==> src/source/axis_fifo_pkg.sv <==
// Shared sizes for the frame FIFO; every RTL module imports this package.
package axis_fifo_pkg;

    // ########################################################################
    // Stream field widths.
    // ########################################################################

    localparam int data_width = 8;
    localparam int id_width = 4;
    localparam int dest_width = 4;

    // ########################################################################
    // Storage and pointer sizes.
    // ########################################################################

    // number of words the frame RAM holds.
    localparam int fifo_depth = 64;
    localparam int addr_width = 6;

    // one extra wrap bit tells a full FIFO apart from an empty one.
    localparam int ptr_width = addr_width + 1;

    // a stored word packs data, id, dest and last, most significant first.
    localparam int word_width = data_width + id_width + dest_width + 1;

    // the depth reports must reach fifo_depth itself.
    localparam int depth_width = 7;

endpackage

==> src/source/frame_ram_arbiter.sv <==
// Single-port frame RAM shared by the writer and reader; the writer has fixed priority.
module frame_ram_arbiter
    import axis_fifo_pkg::*;
(
    input  logic                  clk,
    input  logic                  reset,

    // writer port, always served.
    input  logic                  wr_en,
    input  logic [addr_width-1:0] wr_addr,
    input  logic [word_width-1:0] wr_word,

    // reader port, served only in cycles without a write.
    input  logic                  rd_req,
    input  logic [addr_width-1:0] rd_addr,
    output logic                  rd_grant,
    output logic [word_width-1:0] rd_word,
    output logic                  rd_word_valid
);

    logic [word_width-1:0] mem [fifo_depth];

    // the single address port goes to the reader only when the writer is idle.
    assign rd_grant = rd_req & ~wr_en;

    // ########################################################################
    // Storage access.
    // ########################################################################

    always_ff @(posedge clk) begin
        if (wr_en) begin
            mem[wr_addr] <= wr_word;
        end
    end

    always_ff @(posedge clk) begin
        if (rd_grant) begin
            rd_word <= mem[rd_addr];
        end
    end

    // the strobe marks the cycle in which rd_word holds the granted word.
    always_ff @(posedge clk) begin
        if (reset) begin
            rd_word_valid <= 1'b0;
        end else begin
            rd_word_valid <= rd_grant;
        end
    end

endmodule

==> src/source/axis_frame_writer.sv <==
// Frame writer of the FIFO: accepts input beats, writes them to RAM and commits or drops frames.
module axis_frame_writer
    import axis_fifo_pkg::*;
(
    input  logic                   clk,
    input  logic                   reset,

    // input stream.
    input  logic [data_width-1:0]  in_tdata,
    input  logic [id_width-1:0]    in_tid,
    input  logic [dest_width-1:0]  in_tdest,
    input  logic                   in_tlast,
    input  logic                   in_tuser,
    input  logic                   in_tvalid,
    output logic                   in_tready,

    // RAM write port.
    output logic                   wr_en,
    output logic [addr_width-1:0]  wr_addr,
    output logic [word_width-1:0]  wr_word,

    // pointers shared with the reader.
    input  logic [ptr_width-1:0]   read_ptr,
    output logic [ptr_width-1:0]   commit_ptr,

    // status.
    output logic [depth_width-1:0] status_depth,
    output logic [depth_width-1:0] status_depth_commit,
    output logic                   status_overflow,
    output logic                   status_bad_frame,
    output logic                   status_good_frame
);

    // tentative pointer, one past the last word of the frame being written.
    logic [ptr_width-1:0] wr_ptr;
    logic [ptr_width-1:0] fill;
    logic [ptr_width-1:0] fill_commit;
    logic                 accept;
    logic                 full;
    logic                 dropping;

    assign accept = in_tvalid & in_tready;

    // both fills are taken modulo the pointer range before any comparison.
    assign fill = wr_ptr - read_ptr;
    assign fill_commit = commit_ptr - read_ptr;
    assign full = (fill == ptr_width'(fifo_depth));

    // ########################################################################
    // RAM write port.
    // ########################################################################

    // a beat of a frame that is being dropped never reaches the RAM.
    assign wr_en = accept & ~dropping & ~full;
    assign wr_addr = wr_ptr[addr_width-1:0];
    assign wr_word = {in_tdata, in_tid, in_tdest, in_tlast};

    // ########################################################################
    // Frame commit, rollback and drop.
    // ########################################################################

    always_ff @(posedge clk) begin
        if (reset) begin
            in_tready <= 1'b0;
            wr_ptr <= '0;
            commit_ptr <= '0;
            dropping <= 1'b0;
            status_overflow <= 1'b0;
            status_bad_frame <= 1'b0;
            status_good_frame <= 1'b0;
        end else begin
            // the writer always wins the RAM, so input is never held back.
            in_tready <= 1'b1;
            status_overflow <= 1'b0;
            status_bad_frame <= 1'b0;
            status_good_frame <= 1'b0;

            if (accept) begin
                if (dropping || full) begin
                    // out of space. Throw the frame away up to its last beat.
                    wr_ptr <= commit_ptr;
                    dropping <= ~in_tlast;
                    status_overflow <= in_tlast;
                end else if (in_tlast) begin
                    if (in_tuser) begin
                        wr_ptr <= commit_ptr;
                        status_bad_frame <= 1'b1;
                    end else begin
                        wr_ptr <= wr_ptr + 1'b1;
                        commit_ptr <= wr_ptr + 1'b1;
                        status_good_frame <= 1'b1;
                    end
                end else begin
                    wr_ptr <= wr_ptr + 1'b1;
                end
            end
        end
    end

    // ########################################################################
    // Depth reports.
    // ########################################################################

    // words already fetched by the reader are no longer counted here.
    always_ff @(posedge clk) begin
        if (reset) begin
            status_depth <= '0;
            status_depth_commit <= '0;
        end else begin
            status_depth <= fill;
            status_depth_commit <= fill_commit;
        end
    end

endmodule

==> src/source/axis_frame_reader.sv <==
// Frame reader of the FIFO: fetches committed words, buffers two of them and drives the output.
module axis_frame_reader
    import axis_fifo_pkg::*;
(
    input  logic                  clk,
    input  logic                  reset,

    // committed write pointer from the writer.
    input  logic [ptr_width-1:0]  commit_ptr,

    // RAM read port.
    output logic                  rd_req,
    output logic [addr_width-1:0] rd_addr,
    input  logic                  rd_grant,
    input  logic [word_width-1:0] rd_word,
    input  logic                  rd_word_valid,
    output logic [ptr_width-1:0]  read_ptr,

    // output stream.
    output logic [data_width-1:0] out_tdata,
    output logic [id_width-1:0]   out_tid,
    output logic [dest_width-1:0] out_tdest,
    output logic                  out_tlast,
    output logic                  out_tvalid,
    input  logic                  out_tready,

    // pause handshake.
    input  logic                  pause_req,
    output logic                  pause_ack
);

    // entry 0 is the head of the buffer.
    logic [word_width-1:0] buf_word [2];
    logic [1:0]            buf_count;
    logic [1:0]            outstanding;
    logic                  pop;
    logic                  between_frames;
    logic                  next_between;

    // ########################################################################
    // Read scheduling.
    // ########################################################################

    // a word returning from the RAM this cycle still counts against the buffer.
    assign outstanding = buf_count + {1'b0, rd_word_valid};
    assign rd_req = (outstanding < 2'd2) && (read_ptr != commit_ptr);
    assign rd_addr = read_ptr[addr_width-1:0];

    always_ff @(posedge clk) begin
        if (reset) begin
            read_ptr <= '0;
        end else if (rd_grant) begin
            read_ptr <= read_ptr + 1'b1;
        end
    end

    // ########################################################################
    // Output buffer.
    // ########################################################################

    assign out_tvalid = (buf_count != 2'd0) && !pause_ack;
    assign pop = out_tvalid & out_tready;
    assign {out_tdata, out_tid, out_tdest, out_tlast} = buf_word[0];

    always_ff @(posedge clk) begin
        if (rd_word_valid && !pop) begin
            buf_word[buf_count[0]] <= rd_word;
        end else if (pop && !rd_word_valid) begin
            buf_word[0] <= buf_word[1];
        end else if (pop && rd_word_valid) begin
            // only the head is occupied here, so the new word replaces it.
            buf_word[0] <= rd_word;
        end
    end

    always_ff @(posedge clk) begin
        if (reset) begin
            buf_count <= '0;
        end else if (rd_word_valid && !pop) begin
            buf_count <= buf_count + 1'b1;
        end else if (pop && !rd_word_valid) begin
            buf_count <= buf_count - 1'b1;
        end
    end

    // ########################################################################
    // Frame-boundary pause.
    // ########################################################################

    // the position after this edge, so a pause never splits a frame.
    assign next_between = pop ? out_tlast : between_frames;

    always_ff @(posedge clk) begin
        if (reset) begin
            between_frames <= 1'b1;
            pause_ack <= 1'b0;
        end else begin
            between_frames <= next_between;
            pause_ack <= pause_req && (pause_ack || next_between);
        end
    end

endmodule

==> src/source/axis_fifo_top.sv <==
// Top level of the frame FIFO; connects the writer, the reader and the shared frame RAM.
module axis_fifo_top
    import axis_fifo_pkg::*;
(
    input  logic                   clk,
    input  logic                   reset,

    // input stream.
    input  logic [data_width-1:0]  in_tdata,
    input  logic [id_width-1:0]    in_tid,
    input  logic [dest_width-1:0]  in_tdest,
    input  logic                   in_tlast,
    input  logic                   in_tuser,
    input  logic                   in_tvalid,
    output logic                   in_tready,

    // output stream.
    output logic [data_width-1:0]  out_tdata,
    output logic [id_width-1:0]    out_tid,
    output logic [dest_width-1:0]  out_tdest,
    output logic                   out_tlast,
    output logic                   out_tvalid,
    input  logic                   out_tready,

    // pause and status.
    input  logic                   pause_req,
    output logic                   pause_ack,
    output logic [depth_width-1:0] status_depth,
    output logic [depth_width-1:0] status_depth_commit,
    output logic                   status_overflow,
    output logic                   status_bad_frame,
    output logic                   status_good_frame
);

    logic                  wr_en;
    logic [addr_width-1:0] wr_addr;
    logic [word_width-1:0] wr_word;
    logic                  rd_req;
    logic [addr_width-1:0] rd_addr;
    logic                  rd_grant;
    logic [word_width-1:0] rd_word;
    logic                  rd_word_valid;
    logic [ptr_width-1:0]  commit_ptr;
    logic [ptr_width-1:0]  read_ptr;

    axis_frame_writer writer_i (
        .clk, .reset,
        .in_tdata, .in_tid, .in_tdest, .in_tlast, .in_tuser, .in_tvalid, .in_tready,
        .wr_en, .wr_addr, .wr_word,
        .read_ptr, .commit_ptr,
        .status_depth, .status_depth_commit,
        .status_overflow, .status_bad_frame, .status_good_frame
    );

    axis_frame_reader reader_i (
        .clk, .reset,
        .commit_ptr,
        .rd_req, .rd_addr, .rd_grant, .rd_word, .rd_word_valid, .read_ptr,
        .out_tdata, .out_tid, .out_tdest, .out_tlast, .out_tvalid, .out_tready,
        .pause_req, .pause_ack
    );

    frame_ram_arbiter ram_i (
        .clk, .reset,
        .wr_en, .wr_addr, .wr_word,
        .rd_req, .rd_addr, .rd_grant, .rd_word, .rd_word_valid
    );

endmodule

==> config.mk <==
export PLATFORM = sky130hd
export DESIGN_NAME = axis_fifo_top
export DESIGN_NICKNAME = d
export VERILOG_FILES = /design/src/source/axis_fifo_pkg.sv /design/src/source/frame_ram_arbiter.sv /design/src/source/axis_frame_writer.sv /design/src/source/axis_frame_reader.sv /design/src/source/axis_fifo_top.sv
export SDC_FILE = /design/constraint.sdc
export NUM_CORES = 1
export LEC_CHECK = 0
export BUFFER_PORTS_ARGS = -buffer_cell sky130_fd_sc_hd__buf_2
export CAP_MARGIN = 20
export CORE_AREA = 2 2 292 294
export CTS_CLUSTER_DIAMETER = 50
export DETAILED_ROUTE_END_ITERATION = 8
export DIE_AREA = 0 0 294 296
export GPL_TIMING_DRIVEN = 0
export PLACE_DENSITY = 0.8
export SLEW_MARGIN = 25
export SYNTH_ARGS = -nofsm -noshare
export SYNTH_HDL_FRONTEND = slang
export SYNTH_SLANG_ARGS = --single-unit
==> constraint.sdc <==
create_clock -name clk -period 15.45 [get_ports clk]
set_input_delay 1.545 -clock clk [delete_from_list [all_inputs] [get_ports clk]]
set_output_delay 1.545 -clock clk [all_outputs]
set_load 0.05 [all_outputs]
==> results.json <==
{
  "dpl.hpwl_um": 70390,
  "drive_gt1_share_pct": 29.82,
  "cts_buffer_depth": 3,
  "avgSynthCellArea_sq_um": 21.59,
  "grtUsageTotal_pct": 27.82,
  "antenna_found_initial": 4,
  "synth_fp_nets": 2166,
  "die_w_um": 294,
  "grt.overflow.total": 0,
  "htreeDepth": 3,
  "clk_latency_ps": 690,
  "vias": 23920,
  "slew_viol_final": 0,
  "slew_headroom_pct": 25.99,
  "synth_top_area_share_pct": 74.62,
  "via_per_inst": 6.799,
  "p_per_area_mw_per_mm2": 156.4,
  "fp-row-count": 107,
  "design.core.area_sq_mm": 0.08421,
  "status": "finished clean",
  "portBuffers": 58,
  "cts.repair.resized": 0,
  "yosys-top-cells-count": "edfxtp_1 (1139), mux4_2 (328), nand2_1 (103), nor2_1 (101), clkbuf_1 (57)",
  "synthToLayoutAreaGrowth_pct": 13.38,
  "syn_area_sq_mm": 0.04584,
  "final.setup.tns_ps": 0,
  "hp-class": "reg -> reg",
  "grt_pass1_vias": 23931,
  "crit_path_max_fanout": 17,
  "fillCellCount": 5276,
  "rsz0062_at_grt": "false",
  "min_period_ps": 7692,
  "worstMarginPinSlew_ps": 1110,
  "grt_pass1_wl_um": 170700,
  "peakVddDrop_mv": 0.09403,
  "finalSetupViolCount": 0,
  "synth_edf_count": 1139,
  "netlist_instances": 2123,
  "synth.most_common_cell": "edfxtp_1",
  "cap_violations": 0,
  "die_h_um": 296,
  "post-route-period-util_pct": 49.78,
  "drc": 0,
  "p_leak_nw": 16.02,
  "first_pass_iters": 6,
  "synth_cell_types": 55,
  "synthArstFlopShare_pct": 0,
  "yosysWarnings": 0,
  "cp-start-kind": "flop",
  "ios": 60,
  "finalHoldViolCount": 0,
  "synth_ff_type": "edfxtp_1",
  "worstSetupPathType": "reg -> reg",
  "antennaDiodeCount": 0,
  "worstSetupEndpointType": "flop",
  "final_util_pct": 61.71,
  "clkSlewWorstSetupHoldPaths_ps": 60,
  "multi_input_area_sq_mm": 0.01055,
  "numCtsBuffers": 113,
  "wl_per_cell_um": 33.79,
  "synth_top_cell_by_area": "edfxtp_1",
  "synth_area_leaders": "edfxtp_1 (75%), mux4_2 (16%), dfxtp_1 (2.0%), nand2_1 (0.84%), nor2_1 (0.83%)",
  "register_area_sq_mm": 0.03510,
  "start_util_pct": 54.43,
  "fin_worst_skew_ps": 28.12,
  "die_area_sq_mm": 0.08702,
  "drtIter0Drc": 3500,
  "max_freq_mhz": 130.0,
  "cts-root-buf": "clkbuf_16",
  "hold_buffers": 0,
  "grt_max_degree": 71,
  "cts_tree": "yes",
  "arrival_ps": 7990,
  "ys_ff_latch": 1184,
  "place_congestion": 0.9041,
  "totalWireLength_um": 118900,
  "ys_seq_area_share_pct": 76.58,
  "antenna_left": 0,
  "cp.required_ps": 15750,
  "final_nets": 2373,
  "post-cts-setup-buffers": 0,
  "cts.sinks": 1184
}
-- logic make-up after synthesis --
group	count (synthesis)	synth area share, %
DFF	1184	76.58
muxes	354	16.75
and+or+nand+nor	293	2.852
buffers and inverters	135	1.217
AOI/OAI and AO/OA	124	1.774
adders and majority gates	20	0.5787
xor gates and xnor gates	13	0.2484
-- registers in the layout, indices dropped and copies added (netlist names), 2 cells and up --
name,count
writer_i.wr_ptr,7
ram_i.mem,1088
ram_i.rd_word,17
reader_i.read_ptr,7
writer_i.status_depth_commit,7
reader_i.buf_count,2
reader_i.buf_word,34
writer_i.commit_ptr,7
writer_i.status_depth,7
-- area by class of cell --
cell class                      count  area share (%)
Multi-Input combinational cell    804           20.30
Clock inverter                     74           1.230
Clock buffer                      139           5.752
Sequential cell                  1184           67.55
Tap cell                         1090           2.624
Inverter                           25          0.1806
Buffer                            110          0.9101
Timing Repair Buffer               92           1.454
-- metrics by stage --
| stage | total power [mW] | instances | cell area (sq um) | hold WS [ps] | worst slack, ps |
|---|---|---|---|---|---|
| final | 8.127 | 3518 | 51970 | 479.0 | 7758 |
| after global routing | 8.328 | 3518 | 51970 | 514.3 | 7633 |
| after CTS | 8.126 | 3513 | 51890 | 483.0 | 7878 |
| after detailed placement | 5.432 | 3300 | 48260 | 467.8 | 8036 |
| after global placement | 5.373 | 3271 | 47490 | 464.3 | 7628 |
| after floorplan | 4.895 | 2123 | 45840 | 443.6 | 10510 |
-- routing by layer --
metal  track usage [%]  wire (um)  vias up
li1                  -          -     9256
met1             36.25      40740    12314
met2             45.21      58290     2002
met3             6.610      14240      340
met4             12.41       5569        8
met5                 0         41        -
-- where the power goes --
group	switching [mW]	internal, mW
combinational	1.02	0.735
sequential	0.0314	3.63
clock	1.20	1.51
total	2.25	5.88
-- worst max-delay path: stages (launching register included) --
cell and delay, ps:
dfxtp_1 290, clkbuf_1 280, inv_1 420, buf_2 470, buf_2 440, clkbuf_1 640, clkbuf_1 740, ha_1 400
or2_2 340, and3_1 250, a31oi_1 390, a2111o_1 330, buf_2 250, buf_2 260, nand3_1 790, nor2_4 970
-- placed cells by master (no fill, tap or decap), types with 9 or more instances in the layout --
| cell type | synthesis | routed |
|---|---|---|
| a211oi_1 | 10 | 10 |
| a22oi_1 | 11 | 11 |
| and3_1 | 19 | 19 |
| clkinv_1 | 0 | 26 |
| buf_6 | 0 | 30 |
| inv_1 | 23 | 23 |
| nor3_1 | 11 | 11 |
| buf_2 | 32 | 73 |
| mux4_2 | 328 | 328 |
| edfxtp_1 | 1139 | 1139 |
| dfxtp_1 | 45 | 45 |
| clkbuf_1 | 57 | 76 |
| nand3_1 | 11 | 11 |
| nor2b_1 | 9 | 9 |
| buf_1 | 18 | 15 |
| a31oi_1 | 28 | 28 |
| nand2_1 | 103 | 103 |
| nor2_2 | 0 | 27 |
| clkinv_2 | 0 | 21 |
| ha_1 | 18 | 18 |
| nand2b_1 | 15 | 15 |
| mux2_2 | 23 | 23 |
| nor2_1 | 101 | 36 |
| buf_4 | 3 | 20 |
| nor2_4 | 0 | 38 |
| o21ai_0 | 25 | 25 |
| clkbuf_16 | 0 | 116 |
| a21oi_1 | 24 | 22 |
-- path summary, 6_finish.rpt --
path,slack [ps],startpoint,endpoint,cells after the start
setup / recovery,7760,reader_i.read_ptr[3],ram_i.mem[46][4],15
setup reg to reg,7760,reader_i.read_ptr[3],ram_i.mem[46][4],15
hold / removal,480,reader_i.between_frames,reader_i.between_frames,2
hold reg to reg,480,reader_i.between_frames,reader_i.between_frames,2
Power figures use the tool's default switching activity.
